--- config.mk ---
export PLATFORM = sky130hd
export DESIGN_NAME = dm_top
export DESIGN_NICKNAME = d
export VERILOG_FILES = /design/src/verilog/dm_pkg.sv /design/src/verilog/dm_dmi_regs.sv /design/src/verilog/dm_hart_ctl.sv /design/src/verilog/dm_hart_select.sv /design/src/verilog/dm_top.sv
export SDC_FILE = /design/constraint.sdc
export NUM_CORES = 1
export LEC_CHECK = 0
export ABC_AREA = 1
export BUFFER_PORTS_ARGS = -buffer_cell sky130_fd_sc_hd__buf_2
export CORE_AREA = 3 3 150 152
export DETAILED_ROUTE_END_ITERATION = 8
export DIE_AREA = 0 0 153 155
export PLACE_DENSITY = 0.67
export SLEW_MARGIN = 20
export SYNTH_ARGS = -nofsm -noshare
export SYNTH_HDL_FRONTEND = slang
export SYNTH_SLANG_ARGS = --single-unit
--- constraint.sdc ---
create_clock -name clk_i -period 1.55 [get_ports clk_i]
set_input_delay 0.2325 -clock clk_i [delete_from_list [all_inputs] [get_ports clk_i]]
set_output_delay 0.2325 -clock clk_i [all_outputs]
set_load 0.005 [all_outputs]
--- src/verilog/dm_pkg.sv ---
// four harts, 32-bit GPR access only; hartselhi is ignored and no program buffer exists
package dm_pkg;

    localparam int unsigned num_harts = 4;
    localparam int unsigned xlen      = 32;

    typedef logic [6:0]           dmi_addr_t;
    typedef logic [xlen-1:0]      dmi_data_t;
    typedef logic [1:0]           dmi_op_t;
    typedef logic [19:0]          hartsel_t;
    typedef logic [num_harts-1:0] hart_vec_t;
    typedef logic [4:0]           regno_t;
    typedef logic [2:0]           cmderr_t;

    localparam dmi_op_t dmi_op_nop  = 2'd0;
    localparam dmi_op_t dmi_op_rd   = 2'd1;
    localparam dmi_op_t dmi_op_wr   = 2'd2;
    localparam dmi_op_t dmi_resp_ok = 2'd0;

    localparam dmi_addr_t addr_data0      = 7'h04;
    localparam dmi_addr_t addr_data1      = 7'h05;
    localparam dmi_addr_t addr_dmcontrol  = 7'h10;
    localparam dmi_addr_t addr_dmstatus   = 7'h11;
    localparam dmi_addr_t addr_abstractcs = 7'h16;
    localparam dmi_addr_t addr_command    = 7'h17;

    localparam cmderr_t cmderr_none        = 3'd0;
    localparam cmderr_t cmderr_notsup      = 3'd2;
    localparam cmderr_t cmderr_halt_resume = 3'd4;

    // dmcontrol
    localparam int unsigned dmc_dmactive     = 0;
    localparam int unsigned dmc_hartsello_lo = 16;
    localparam int unsigned dmc_hartsello_hi = 25;
    localparam int unsigned dmc_ackhavereset = 28;
    localparam int unsigned dmc_resumereq    = 30;
    localparam int unsigned dmc_haltreq      = 31;

    // dmstatus, each any bit has its all bit just above it
    localparam int unsigned dms_version_hi    = 3;
    localparam logic [3:0]  dms_version       = 4'd3;
    localparam int unsigned dms_authenticated = 7;
    localparam int unsigned dms_halted        = 8;
    localparam int unsigned dms_running       = 10;
    localparam int unsigned dms_nonexistent   = 14;
    localparam int unsigned dms_resumeack     = 16;
    localparam int unsigned dms_havereset     = 18;

    // abstractcs
    localparam int unsigned acs_datacount_hi = 3;
    localparam logic [3:0]  acs_datacount    = 4'd2;
    localparam int unsigned acs_cmderr_lo    = 8;
    localparam int unsigned acs_cmderr_hi    = 10;

    // command, access register only
    localparam int unsigned cmd_cmdtype_lo     = 24;
    localparam int unsigned cmd_cmdtype_hi     = 31;
    localparam int unsigned cmd_aarsize_lo     = 20;
    localparam int unsigned cmd_aarsize_hi     = 22;
    localparam int unsigned cmd_transfer       = 17;
    localparam int unsigned cmd_write          = 16;
    localparam int unsigned cmd_regno_hi       = 15;
    localparam logic [7:0]  cmdtype_access_reg = 8'd0;
    localparam logic [2:0]  aarsize_32         = 3'd2;
    localparam logic [15:0] regno_gpr_first    = 16'h1000;
    localparam logic [15:0] regno_gpr_last     = 16'h101f;

    typedef enum logic [1:0] {
        dm_idle,
        dm_resp,
        dm_access
    } dm_state_t;

endpackage

--- src/verilog/dm_dmi_regs.sv ---
// one DMI request in flight; command reads return 0 and abstract commands never report busy
`timescale 1ns/1ps

module dm_dmi_regs (
    input  logic                clk_i,
    input  logic                rstn_i,
    input  logic                req_valid_i,
    output logic                req_ready_o,
    input  dm_pkg::dmi_addr_t   req_addr_i,
    input  dm_pkg::dmi_data_t   req_data_i,
    input  dm_pkg::dmi_op_t     req_op_i,
    output logic                resp_valid_o,
    input  logic                resp_ready_i,
    output dm_pkg::dmi_data_t   resp_data_o,
    output dm_pkg::dmi_op_t     resp_op_o,
    output dm_pkg::hart_vec_t   ctl_wr_o,
    output dm_pkg::dmi_data_t   ctl_data_o,
    output dm_pkg::hartsel_t    hartsel_o,
    input  logic                sel_halted_i,
    input  logic                sel_running_i,
    input  logic                sel_resumeack_i,
    input  logic                sel_havereset_i,
    input  logic                sel_nonexistent_i,
    output logic                rf_we_o,
    output dm_pkg::regno_t      rf_addr_o,
    output dm_pkg::dmi_data_t   rf_wdata_o,
    input  dm_pkg::dmi_data_t   rf_rdata_i
);
    import dm_pkg::*;

    dm_state_t  state_q;
    dmi_addr_t  addr_q;
    dmi_op_t    op_q;
    dmi_data_t  dmctl_q;
    dmi_data_t  data0_q;
    dmi_data_t  data1_q;
    cmderr_t    cmderr_q;
    logic       cmd_write_q;
    regno_t     regno_q;

    logic       accept;
    logic       wr_acc;
    logic       dmc_wr;
    logic       cmd_wr;
    logic       cmd_ok;
    logic       start_access;
    logic [dmc_hartsello_hi:dmc_hartsello_lo] wr_hartsel;
    logic [cmd_regno_hi:0] cmd_regno;
    dmi_data_t  dmctl_wdata;
    dmi_data_t  status_word;
    dmi_data_t  acs_word;
    dmi_data_t  rdata;

    assign req_ready_o  = (state_q == dm_idle);
    assign resp_valid_o = (state_q == dm_resp);
    assign resp_op_o    = dmi_resp_ok;
    assign resp_data_o  = (resp_valid_o && op_q == dmi_op_rd) ? rdata : '0;

    assign accept = req_valid_i && req_ready_o;
    assign wr_acc = accept && (req_op_i == dmi_op_wr);
    assign dmc_wr = wr_acc && (req_addr_i == addr_dmcontrol);
    assign cmd_wr = wr_acc && (req_addr_i == addr_command);

    assign wr_hartsel = req_data_i[dmc_hartsello_hi:dmc_hartsello_lo];
    assign hartsel_o  = hartsel_t'(dmctl_q[dmc_hartsello_hi:dmc_hartsello_lo]);
    assign ctl_data_o = req_data_i;

    always_comb begin
        for (int h = 0; h < num_harts; h++) begin
            ctl_wr_o[h] = dmc_wr && (wr_hartsel == h); // no bit for a missing hart
        end
    end

    // only haltreq, hartsello and dmactive read back
    always_comb begin
        dmctl_wdata = '0;
        dmctl_wdata[dmc_haltreq] = req_data_i[dmc_haltreq];
        dmctl_wdata[dmc_hartsello_hi:dmc_hartsello_lo] = wr_hartsel;
        dmctl_wdata[dmc_dmactive] = req_data_i[dmc_dmactive];
    end

    assign cmd_regno = req_data_i[cmd_regno_hi:0];
    assign cmd_ok = (req_data_i[cmd_cmdtype_hi:cmd_cmdtype_lo] == cmdtype_access_reg)
                 && (req_data_i[cmd_aarsize_hi:cmd_aarsize_lo] == aarsize_32)
                 && (cmd_regno >= regno_gpr_first) && (cmd_regno <= regno_gpr_last);
    assign start_access = cmd_wr && (cmderr_q == cmderr_none) && sel_halted_i
                       && cmd_ok && req_data_i[cmd_transfer];

    // register file strobe lives for the single access cycle
    assign rf_we_o    = (state_q == dm_access) && cmd_write_q;
    assign rf_addr_o  = regno_q;
    assign rf_wdata_o = data0_q;

    always_comb begin
        status_word = '0;
        status_word[dms_version_hi:0]      = dms_version;
        status_word[dms_authenticated]     = 1'b1;
        status_word[dms_halted +: 2]       = {2{sel_halted_i}};
        status_word[dms_running +: 2]      = {2{sel_running_i}};
        status_word[dms_nonexistent +: 2]  = {2{sel_nonexistent_i}};
        status_word[dms_resumeack +: 2]    = {2{sel_resumeack_i}};
        status_word[dms_havereset +: 2]    = {2{sel_havereset_i}};
        acs_word = '0;
        acs_word[acs_datacount_hi:0]           = acs_datacount;
        acs_word[acs_cmderr_hi:acs_cmderr_lo]  = cmderr_q;
        case (addr_q)
            addr_data0:      rdata = data0_q;
            addr_data1:      rdata = data1_q;
            addr_dmcontrol:  rdata = dmctl_q;
            addr_dmstatus:   rdata = status_word;
            addr_abstractcs: rdata = acs_word;
            default:         rdata = '0; // command and unmapped
        endcase
    end

    always_ff @(posedge clk_i or negedge rstn_i) begin
        if (!rstn_i) begin
            state_q <= dm_idle;
            addr_q  <= '0;
            op_q    <= dmi_op_nop;
        end else begin
            case (state_q)
                dm_idle: begin
                    if (req_valid_i) begin
                        addr_q  <= req_addr_i;
                        op_q    <= req_op_i;
                        state_q <= start_access ? dm_access : dm_resp;
                    end
                end
                dm_access: state_q <= dm_resp;
                default: begin
                    if (resp_ready_i) begin
                        state_q <= dm_idle;
                    end
                end
            endcase
        end
    end

    always_ff @(posedge clk_i or negedge rstn_i) begin
        if (!rstn_i) begin
            dmctl_q     <= '0;
            data0_q     <= '0;
            data1_q     <= '0;
            cmderr_q    <= cmderr_none;
            cmd_write_q <= 1'b0;
            regno_q     <= '0;
        end else begin
            if (wr_acc && req_addr_i == addr_data0) data0_q <= req_data_i;
            if (wr_acc && req_addr_i == addr_data1) data1_q <= req_data_i;
            if (dmc_wr) dmctl_q <= dmctl_wdata;
            if (wr_acc && req_addr_i == addr_abstractcs) begin
                cmderr_q <= cmderr_q & ~req_data_i[acs_cmderr_hi:acs_cmderr_lo]; // w1c
            end
            if (cmd_wr && cmderr_q == cmderr_none) begin
                if (!sel_halted_i) begin
                    cmderr_q <= cmderr_halt_resume;
                end else if (!cmd_ok) begin
                    cmderr_q <= cmderr_notsup;
                end
            end
            if (start_access) begin
                cmd_write_q <= req_data_i[cmd_write];
                regno_q     <= req_data_i[$bits(regno_t)-1:0];
            end
            if (state_q == dm_access && !cmd_write_q) begin
                data0_q <= rf_rdata_i;
            end
        end
    end

    a_ready_resp_excl: assert property (@(posedge clk_i) disable iff (!rstn_i)
        !(resp_valid_o && req_ready_o))
        else $error("request accepted while a response is pending");

    a_ctl_wr_onehot: assert property (@(posedge clk_i) disable iff (!rstn_i)
        $onehot0(ctl_wr_o))
        else $error("dmcontrol write reached more than one hart");

endmodule

--- src/verilog/dm_hart_ctl.sv ---
// one hart; halt is a level, resume waits for the hart's own acknowledge
`timescale 1ns/1ps

module dm_hart_ctl (
    input  logic                clk_i,
    input  logic                rstn_i,
    input  logic                ctl_wr_i,
    input  dm_pkg::dmi_data_t   ctl_data_i,
    input  logic                resume_ack_i,
    input  logic                halted_i,
    input  logic                running_i,
    input  logic                havereset_i,
    output logic                halt_req_o,
    output logic                resume_req_o,
    output logic                resumeack_o,
    output logic                havereset_o,
    output logic                halted_o,
    output logic                running_o
);
    import dm_pkg::*;

    logic resume_wr;

    // a resume is ignored when the same write asks for a halt
    assign resume_wr = ctl_wr_i && ctl_data_i[dmc_resumereq] && !ctl_data_i[dmc_haltreq];

    assign halted_o  = halted_i;
    assign running_o = running_i;

    always_ff @(posedge clk_i or negedge rstn_i) begin
        if (!rstn_i) begin
            halt_req_o   <= 1'b0;
            resume_req_o <= 1'b0;
            resumeack_o  <= 1'b0;
            havereset_o  <= 1'b0;
        end else begin
            if (ctl_wr_i) halt_req_o <= ctl_data_i[dmc_haltreq];
            if (resume_wr) begin
                resume_req_o <= 1'b1;
            end else if (resume_ack_i) begin
                resume_req_o <= 1'b0; // dropped on the edge after the ack
            end
            if (ctl_wr_i && ctl_data_i[dmc_resumereq]) begin
                resumeack_o <= 1'b0;
            end else if (resume_ack_i) begin
                resumeack_o <= 1'b1;
            end
            if (ctl_wr_i && ctl_data_i[dmc_ackhavereset]) begin
                havereset_o <= 1'b0;
            end else if (havereset_i) begin
                havereset_o <= 1'b1;
            end
        end
    end

    a_no_resume_in_halt: assert property (@(posedge clk_i) disable iff (!rstn_i)
        $rose(resume_req_o) |-> !halt_req_o)
        else $error("resume request raised while halt is requested");

endmodule

--- src/verilog/dm_hart_select.sv ---
// a hartsel at or above num_harts reads as nonexistent and reaches no hart
`timescale 1ns/1ps

module dm_hart_select (
    input  dm_pkg::hartsel_t    hartsel_i,
    input  dm_pkg::hart_vec_t   halted_i,
    input  dm_pkg::hart_vec_t   running_i,
    input  dm_pkg::hart_vec_t   resumeack_i,
    input  dm_pkg::hart_vec_t   havereset_i,
    output logic                sel_halted_o,
    output logic                sel_running_o,
    output logic                sel_resumeack_o,
    output logic                sel_havereset_o,
    output logic                sel_nonexistent_o,
    input  logic                rf_we_i,
    input  dm_pkg::regno_t      rf_addr_i,
    input  dm_pkg::dmi_data_t   rf_wdata_i,
    output dm_pkg::dmi_data_t   rf_rdata_o,
    output dm_pkg::hart_vec_t   rf_we_o,
    output dm_pkg::regno_t      rf_addr_o [dm_pkg::num_harts],
    output dm_pkg::dmi_data_t   rf_wdata_o [dm_pkg::num_harts],
    input  dm_pkg::dmi_data_t   rf_rdata_i [dm_pkg::num_harts]
);
    import dm_pkg::*;

    assign sel_nonexistent_o = (hartsel_i >= num_harts);

    always_comb begin
        sel_halted_o    = 1'b0;
        sel_running_o   = 1'b0;
        sel_resumeack_o = 1'b0;
        sel_havereset_o = 1'b0;
        rf_rdata_o      = '0;
        for (int h = 0; h < num_harts; h++) begin
            if (hartsel_i == hartsel_t'(h)) begin
                sel_halted_o    = halted_i[h];
                sel_running_o   = running_i[h];
                sel_resumeack_o = resumeack_i[h];
                sel_havereset_o = havereset_i[h];
                rf_rdata_o      = rf_rdata_i[h];
                rf_we_o[h]      = rf_we_i;
                rf_addr_o[h]    = rf_addr_i;
                rf_wdata_o[h]   = rf_wdata_i;
            end else begin
                rf_we_o[h]      = 1'b0; // unselected harts stay quiet
                rf_addr_o[h]    = '0;
                rf_wdata_o[h]   = '0;
            end
        end
    end

endmodule

--- src/verilog/dm_top.sv ---
// debug module for num_harts harts; register access needs the selected hart halted
`timescale 1ns/1ps

module dm_top (
    input  logic                clk_i,
    input  logic                rstn_i,
    input  logic                req_valid_i,
    output logic                req_ready_o,
    input  dm_pkg::dmi_addr_t   req_addr_i,
    input  dm_pkg::dmi_data_t   req_data_i,
    input  dm_pkg::dmi_op_t     req_op_i,
    output logic                resp_valid_o,
    input  logic                resp_ready_i,
    output dm_pkg::dmi_data_t   resp_data_o,
    output dm_pkg::dmi_op_t     resp_op_o,
    output dm_pkg::hart_vec_t   halt_req_o,
    output dm_pkg::hart_vec_t   resume_req_o,
    input  dm_pkg::hart_vec_t   resume_ack_i,
    input  dm_pkg::hart_vec_t   halted_i,
    input  dm_pkg::hart_vec_t   running_i,
    input  dm_pkg::hart_vec_t   havereset_i,
    output dm_pkg::hart_vec_t   rf_we_o,
    output dm_pkg::regno_t      rf_addr_o [dm_pkg::num_harts],
    output dm_pkg::dmi_data_t   rf_wdata_o [dm_pkg::num_harts],
    input  dm_pkg::dmi_data_t   rf_rdata_i [dm_pkg::num_harts]
);
    import dm_pkg::*;

    hart_vec_t  ctl_wr;
    dmi_data_t  ctl_data;
    hartsel_t   hartsel;
    hart_vec_t  hart_halted;
    hart_vec_t  hart_running;
    hart_vec_t  hart_resumeack;
    hart_vec_t  hart_havereset;
    logic       sel_halted;
    logic       sel_running;
    logic       sel_resumeack;
    logic       sel_havereset;
    logic       sel_nonexistent;
    logic       rf_we;
    regno_t     rf_addr;
    dmi_data_t  rf_wdata;
    dmi_data_t  rf_rdata;

    dm_dmi_regs i_dmi_regs (
        .clk_i, .rstn_i,
        .req_valid_i, .req_ready_o, .req_addr_i, .req_data_i, .req_op_i,
        .resp_valid_o, .resp_ready_i, .resp_data_o, .resp_op_o,
        .ctl_wr_o          (ctl_wr),
        .ctl_data_o        (ctl_data),
        .hartsel_o         (hartsel),
        .sel_halted_i      (sel_halted),
        .sel_running_i     (sel_running),
        .sel_resumeack_i   (sel_resumeack),
        .sel_havereset_i   (sel_havereset),
        .sel_nonexistent_i (sel_nonexistent),
        .rf_we_o           (rf_we),
        .rf_addr_o         (rf_addr),
        .rf_wdata_o        (rf_wdata),
        .rf_rdata_i        (rf_rdata)
    );

    for (genvar h = 0; h < num_harts; h++) begin : g_hart
        dm_hart_ctl i_hart_ctl (
            .clk_i, .rstn_i,
            .ctl_wr_i     (ctl_wr[h]),
            .ctl_data_i   (ctl_data),
            .resume_ack_i (resume_ack_i[h]),
            .halted_i     (halted_i[h]),
            .running_i    (running_i[h]),
            .havereset_i  (havereset_i[h]),
            .halt_req_o   (halt_req_o[h]),
            .resume_req_o (resume_req_o[h]),
            .resumeack_o  (hart_resumeack[h]),
            .havereset_o  (hart_havereset[h]),
            .halted_o     (hart_halted[h]),
            .running_o    (hart_running[h])
        );
    end

    dm_hart_select i_hart_select (
        .hartsel_i         (hartsel),
        .halted_i          (hart_halted),
        .running_i         (hart_running),
        .resumeack_i       (hart_resumeack),
        .havereset_i       (hart_havereset),
        .sel_halted_o      (sel_halted),
        .sel_running_o     (sel_running),
        .sel_resumeack_o   (sel_resumeack),
        .sel_havereset_o   (sel_havereset),
        .sel_nonexistent_o (sel_nonexistent),
        .rf_we_i           (rf_we),
        .rf_addr_i         (rf_addr),
        .rf_wdata_i        (rf_wdata),
        .rf_rdata_o        (rf_rdata),
        .rf_we_o, .rf_addr_o, .rf_wdata_o, .rf_rdata_i
    );

endmodule
======== Word level (Yosys, flattened, before mapping) ========
Index checks and enable logic that the tools add are counted.
operators by class
  bitwise gates (word level) .............. 2
  $lt $le $gt $ge ......................... 3
  reductions and logical operators ........ 56
  mux-type cells .......................... 68
  eq/ne operators ......................... 22
operator list
  cell                                                                     number
  32-bit two-way mux                                                       11
  32-bit case mux with 5 select lines                                      1
  1-bit two-way mux                                                        44
  7-bit by 5-bit equality test with 1-bit output, second input constant    6
  10-bit by 2-bit equality test with 1-bit output, second input constant   4
  1-bit logical AND                                                        33
  7-bit by 3-bit equality test with 1-bit output, second input constant    4
  2-bit nonzero test                                                       13
  10-bit by 1-bit equality test with 1-bit output, second input constant   2
  20-bit logical NOT                                                       1
  5-bit two-way mux                                                        4
  16-bit by 13-bit >= comparator with 1-bit output, second input constant  1
  16-bit by 13-bit <= comparator with 1-bit output, second input constant  1
  3-bit two-way mux                                                        4
  10-bit by 3-bit >= comparator with 1-bit output, second input constant   1
  10-bit logical NOT                                                       1
  8-bit logical NOT                                                        1
  2-bit two-way mux                                                        3
  2-bit by 1-bit equality test with 1-bit output, second input constant    2
  2-bit equality test, second input constant                               2
  2-bit case mux with 2 select lines                                       1
  2-bit AND reduction                                                      2
  3-bit bitwise AND                                                        1
  3-bit by 2-bit equality test with 1-bit output, second input constant    1
  other kinds (6)                                                          7
storage, ports and cells
  bits in registers ....................... 112
  output and inout bits ................... 196
  input bits .............................. 189
  logic and storage cells ................. 176

======== Logic depth before layout (Yosys ltp) ========
  depth in word-level cells ............... 11
  mapped depth ............................ 11
  depth with buffers taken out ............ 11

======== Cells and area by module ========
From an unflattened synthesis, not the netlist that was laid out.
unflattened totals
  cell total of the unflattened synthesis .. 1387
  area total of the unflattened synthesis .. 8847.2 sq um
modules (own cells, without submodules)
  module          cells an instance  times used  area an instance (sq um)  sequential area each (sq um)
  dm_dmi_regs     760                1           5700.5                    2402.3
  dm_hart_select  539                1           2436.1                    0.0
  dm_hart_ctl     22                 4           177.7                     100.1

======== Worst setup path before layout ========
OpenSTA, ideal clock, no wires.
  path type ............................... reg-to-output
  start point ............................. register i_dmi_regs.dmctl_q[19]
  end point ............................... output port rf_wdata_o[33] in the netlist's numbering
  path slack .............................. -0.141 ns
  data required time ...................... 1.317 ns
  buffers on the path ..................... 2
  stages on the path, launching flop included .. 8
  data arrival time ....................... 1.459 ns
  path through ............................ dfrtp_1 nor2_4 nand3_4 nor2_4 nand3_2 buf_2 buf_2 nor2_1
RTL lines
  element                 line                source
  start, declared         dm_dmi_regs.sv:34   dmi_data_t dmctl_q;
  start signal, assigned  dm_dmi_regs.sv:151  if (dmc_wr) dmctl_q <= dmctl_wdata;
  end, declared           dm_top.sv:24        output dm_pkg::dmi_data_t rf_wdata_o [dm_pkg::num_harts],

======== Worst setup path in the final report ========
  start point ............................. register i_dmi_regs.dmctl_q[17]
  end point ............................... output port resp_data_o[18]
on the way
  longest elaborated chain between the ends .. 7
  elaborated cells between the ends (all ways) .. 10
  classes of those cells .................. 3 x eq/ne; 6 x mux; 1 x reduce/logical
RTL lines
  element                                  line                  source
  20-bit logical NOT                       dm_hart_select.sv:35  if (hartsel_i == hartsel_t'(h)) begin
  1-bit two-way mux (3 in series)          dm_hart_select.sv:35
  1-bit two-way mux (*)                    dm_hart_select.sv:35
  32-bit case mux with 5 select lines (*)  dm_dmi_regs.sv:106    case (addr_q)
  32-bit two-way mux (*)                   dm_dmi_regs.sv:57     assign resp_data_o = (resp_valid_o && op_q == dmi_op_rd) ? rdata : '0;
  end, declared                            dm_top.sv:14          output dm_pkg::dmi_data_t resp_data_o,
Mark *: on every way between the ends. The rest lies on a longest branch, timed or not.

==> impl_metrics.tcl <==
set metrics [dict create \
    outcome "finished with violations" \
    failing_checks "negative setup slack" \
    timing.critical_path.buf_inv 4 \
    total_of_max_cap_violations 0 \
    detailedRoute.firstPassIterationCount 5 \
    filler_cell_count 1563 \
    r2r_setup_slk_ns -0.68 \
    leakagePower_nw 7.40 \
    cts-htree-levels 3 \
    grt_start_max_net_pins 80 \
    routed_via_density 5.53 \
    cts-buffers-inserted 9 \
    fin_tns_setup_ns -147.10 \
    start_util 0.354 \
    yosys-top-cells-area "sky130_fd_sc_hd__dfrtp_1 (37%), sky130_fd_sc_hd__nand2_1 (12%), sky130_fd_sc_hd__nor2_1 (11%)" \
    syn_area_sq_um 7490 \
    die_w_microns 153 \
    cts-root-buf "sky130_fd_sc_hd__clkbuf_16" \
    cts_buffer_depth 2 \
    dpl.hpwl_microns 29400 \
    synth_most_common_cell "sky130_fd_sc_hd__nand2_1" \
    yosysSeqAreaShare 0.374 \
    p_total_mw 9.97 \
    worstPathCellList "inv_2, buf_4, nor3_4, nand2_4, buf_4, nand3_1, o21ai_0, nand2_1, nand2_2, a21oi_2, buf_2" \
    detail_route.drc_violations 0 \
    worst_slew_margin_rel 0.601 \
    clock-skew-final_ns 0.00704 \
    grt_overflow_total 0 \
    post_synth.cell_area_avg_sq_um 6.76 \
    placer_s_final_routability_congestion_estimate 0.928 \
    dp.cells 1825 \
    yosysUniqueCellTypes 41 \
    area_growth_syn_to_layout_pct 98.8 \
    first_global_vias 10200 \
    rows 53 \
    post-place-ws_ns -0.446 \
    drive_gt1_frac 0.637 \
    final_worst_path_cycle_share 1.53 \
    r2r_start "i_dmi_regs.dmctl_q[18]" \
    critical_path_peak_fanout 5 \
    min_path_type "primary input to register" \
    antenna_found_initial 3 \
    ys_seq_elements 112 \
    total_nets_final 1839 \
    dr_total_vias 10700 \
    max_freq_ghz 0.422 \
    clock_sinks 112 \
    syn-instance-count 1107 \
    power.density_cell_area_nw_per_um2 670 \
    floorplan.die_area_sq_um 23700 \
    layout_min_cycle_time_ns 2.37 \
    crit_required_ns 1.32 \
    synth_async_sr_flop_share 1.00 \
    synth_top_flop_cell "sky130_fd_sc_hd__dfrtp_1" \
    stdcell_count 1932 \
    crit_path_end_kind "primary output" \
    synthesis.yosys.warnings 0 \
    drt_first_iter_violations 838 \
    clkSlewWorstSetupHoldPaths_ns 0.08 \
    netlist_top_cells_count "sky130_fd_sc_hd__nand2_1 (241), sky130_fd_sc_hd__nor2_1 (220), sky130_fd_sc_hd__inv_1 (115)" \
    min-delay-start "resume_ack_i[0]" \
    number_of_enable_flip_flop_cells_after_synthesis 0 \
    r2r_cells 13 \
    tritoncts "built" \
    kind_of_cell_with_the_highest_combined_delay_on_the_critical_path "simple AND/OR/NAND/NOR gates" \
    max_stage_delay_ns 0.40 \
    vdd.ir_drop.worst_mv 0.571 \
    hold_viol_final 0 \
    timing.setup.critical_path_class "register to primary output" \
    cp_common_cell "sky130_fd_sc_hd__buf_4" \
    grt_pass1_wl_microns 60400 \
    cp_slowest_cell "sky130_fd_sc_hd__dfrtp_1" \
    io_pins 385 \
    yosys.area.top_type_share 0.374 \
    rr_endpoint "i_dmi_regs.rf_wdata_o[31]" \
    timing.hold.worst_endpoint "g_hart[0].i_hart_ctl.resume_req_o" \
    detail_route.wirelength_microns 44400 \
    all_layer_global_routing_usage 0.330 \
    post_drt_wl_per_cell_microns 23.0 \
    worst_slack_ns -0.817 \
    grt_setup_unrepaired "yes" \
    placement.io_buffers 382 \
    worstSetupStartpointType "register" \
    hold_path_cell_cnt 2 \
    ant_nets 0 \
    design.core.area_sq_um 21200 \
    clock_latency_ns 0.36 \
    worstMarginPinSlew_ns 0.594 \
    die_h_microns 155 \
    slew_viol_final 0 \
    worstPathArrival_ns 2.13 \
    final_setup_violation_count 283 \
    most_area_hungry_cell_type_in_the_yosys_netlist "sky130_fd_sc_hd__dfrtp_1" \
]
## cell usage in the layout, fill, tap and decap left out, types with 4 or more instances in the layout
master                      synthesis  final
sky130_fd_sc_hd__nand2_2            5     33
sky130_fd_sc_hd__nor2_2             2     44
sky130_fd_sc_hd__a31oi_1            4      4
sky130_fd_sc_hd__a211oi_2           0      8
sky130_fd_sc_hd__o21ai_1            1     17
sky130_fd_sc_hd__buf_6              3     57
sky130_fd_sc_hd__a211oi_4           0      7
sky130_fd_sc_hd__buf_8              0     13
sky130_fd_sc_hd__o22ai_1           28     23
sky130_fd_sc_hd__a21oi_1           53     16
sky130_fd_sc_hd__buf_16             0     10
sky130_fd_sc_hd__nand3_1           78     32
sky130_fd_sc_hd__buf_2             31    373
sky130_fd_sc_hd__nor2_1           220     67
sky130_fd_sc_hd__inv_2              4      8
sky130_fd_sc_hd__buf_4             14    106
sky130_fd_sc_hd__buf_12             0     37
sky130_fd_sc_hd__a21oi_2            3     37
sky130_fd_sc_hd__o31ai_1            7      6
sky130_fd_sc_hd__o21ai_0           65     19
sky130_fd_sc_hd__clkbuf_16          0     15
sky130_fd_sc_hd__inv_1            115    106
sky130_fd_sc_hd__o211ai_1           8      8
sky130_fd_sc_hd__nand3_2            4     35
sky130_fd_sc_hd__nand4_1           16     16
sky130_fd_sc_hd__nand3_4            1     16
sky130_fd_sc_hd__mux2_2            10     10
sky130_fd_sc_hd__o22ai_2            0      4
sky130_fd_sc_hd__o21ai_2            0     29
sky130_fd_sc_hd__nand2_1          241    164
sky130_fd_sc_hd__dfrtp_1          112    109
sky130_fd_sc_hd__nand2_8            0      5
sky130_fd_sc_hd__nor2_4             6    117
sky130_fd_sc_hd__nand2_4            2     48
## worst max-delay path by stage
stage                                start                         to  cells past startpoint
floorplan           i_dmi_regs.dmctl_q[19]            resp_data_o[10]                     10
global placement    i_dmi_regs.dmctl_q[24]  i_dmi_regs.rf_wdata_o[21]                     12
detailed placement    i_dmi_regs.addr_q[4]             resp_data_o[7]                      8
CTS                   i_dmi_regs.addr_q[6]            resp_data_o[17]                      9
global route        i_dmi_regs.dmctl_q[17]            resp_data_o[18]                     11
finish              i_dmi_regs.dmctl_q[17]            resp_data_o[18]                     11
## power by group
part / internal, mW / switching (mW) / total (mW)
combinational: 1.83 / 2.25 / 4.07
sequential: 3.11 / 0.174 / 3.28
clock: 1.42 / 1.19 / 2.61
total: 6.36 / 3.61 / 9.97
## per-stage QoR
stage	hold slack (ns)	cell area, sq um	utilization
detailed placement	0.308	11000	0.522
CTS	0.0663	13500	0.636
floorplan	-0.0631	8030	-
global placement	0.307	11000	0.522
finish	0.0551	14900	0.704
global route	0.0542	14900	0.704
## layout make-up
type / instances / area, sq um / share of cell area
diodes: 3 / 7.51 / 0.000504
clock buffers: 9 / 225 / 0.0151
clock inverters: 6 / 92.6 / 0.00622
inverters: 120 / 497 / 0.0334
multi-input cells: 803 / 6200 / 0.417
flip-flops and latches: 112 / 2810 / 0.189
well taps: 275 / 344 / 0.0231
repair buffers: 604 / 4710 / 0.316
## kinds of logic after synthesis
logic type      Yosys count  share of synthesized area
compound gates          200                      0.158
mux                      10                     0.0150
buf+inv                 195                      0.113
flops                   112                      0.374
other cells               1                   0.000501
simple gates            589                      0.339
## state kept, by name, summed over array words and instances (netlist names), 3 cells and up
register                        count
i_dmi_regs.dmctl_q                 12
i_dmi_regs.cmderr_q                 3
g_hart.i_hart_ctl.havereset_o       4
i_dmi_regs.addr_q                   7
i_dmi_regs.rf_addr_o                5
i_dmi_regs.data1_q                 32
i_dmi_regs.rf_wdata_o              32
g_hart.i_hart_ctl.halt_req_o        4
g_hart.i_hart_ctl.resumeack_o       4
g_hart.i_hart_ctl.resume_req_o      4
## timing repair
| action | CTS | global route |
|---|---|---|
| buffers inserted | 53 | 38 |
| resized for setup | 299 | 362 |
| gates cloned | 20 | 8 |
| setup endpoints to repair | 266 | 287 |
| endpoints found under the hold margin | 112 | 0 |
| hold buffers | 1 | 0 |
| pin swaps | 105 | 92 |
## per-layer routing
metal,share of wire,vias up,routed length (microns),track usage
met5,0,-,0,0
met4,0.044,0,1960,0.103
met3,0.079,128,3530,0.0515
met2,0.49,630,21900,0.577
met1,0.38,5233,17000,0.422
li1,-,4687,-,-
Note: power is estimated with default switching activity, not from simulation.
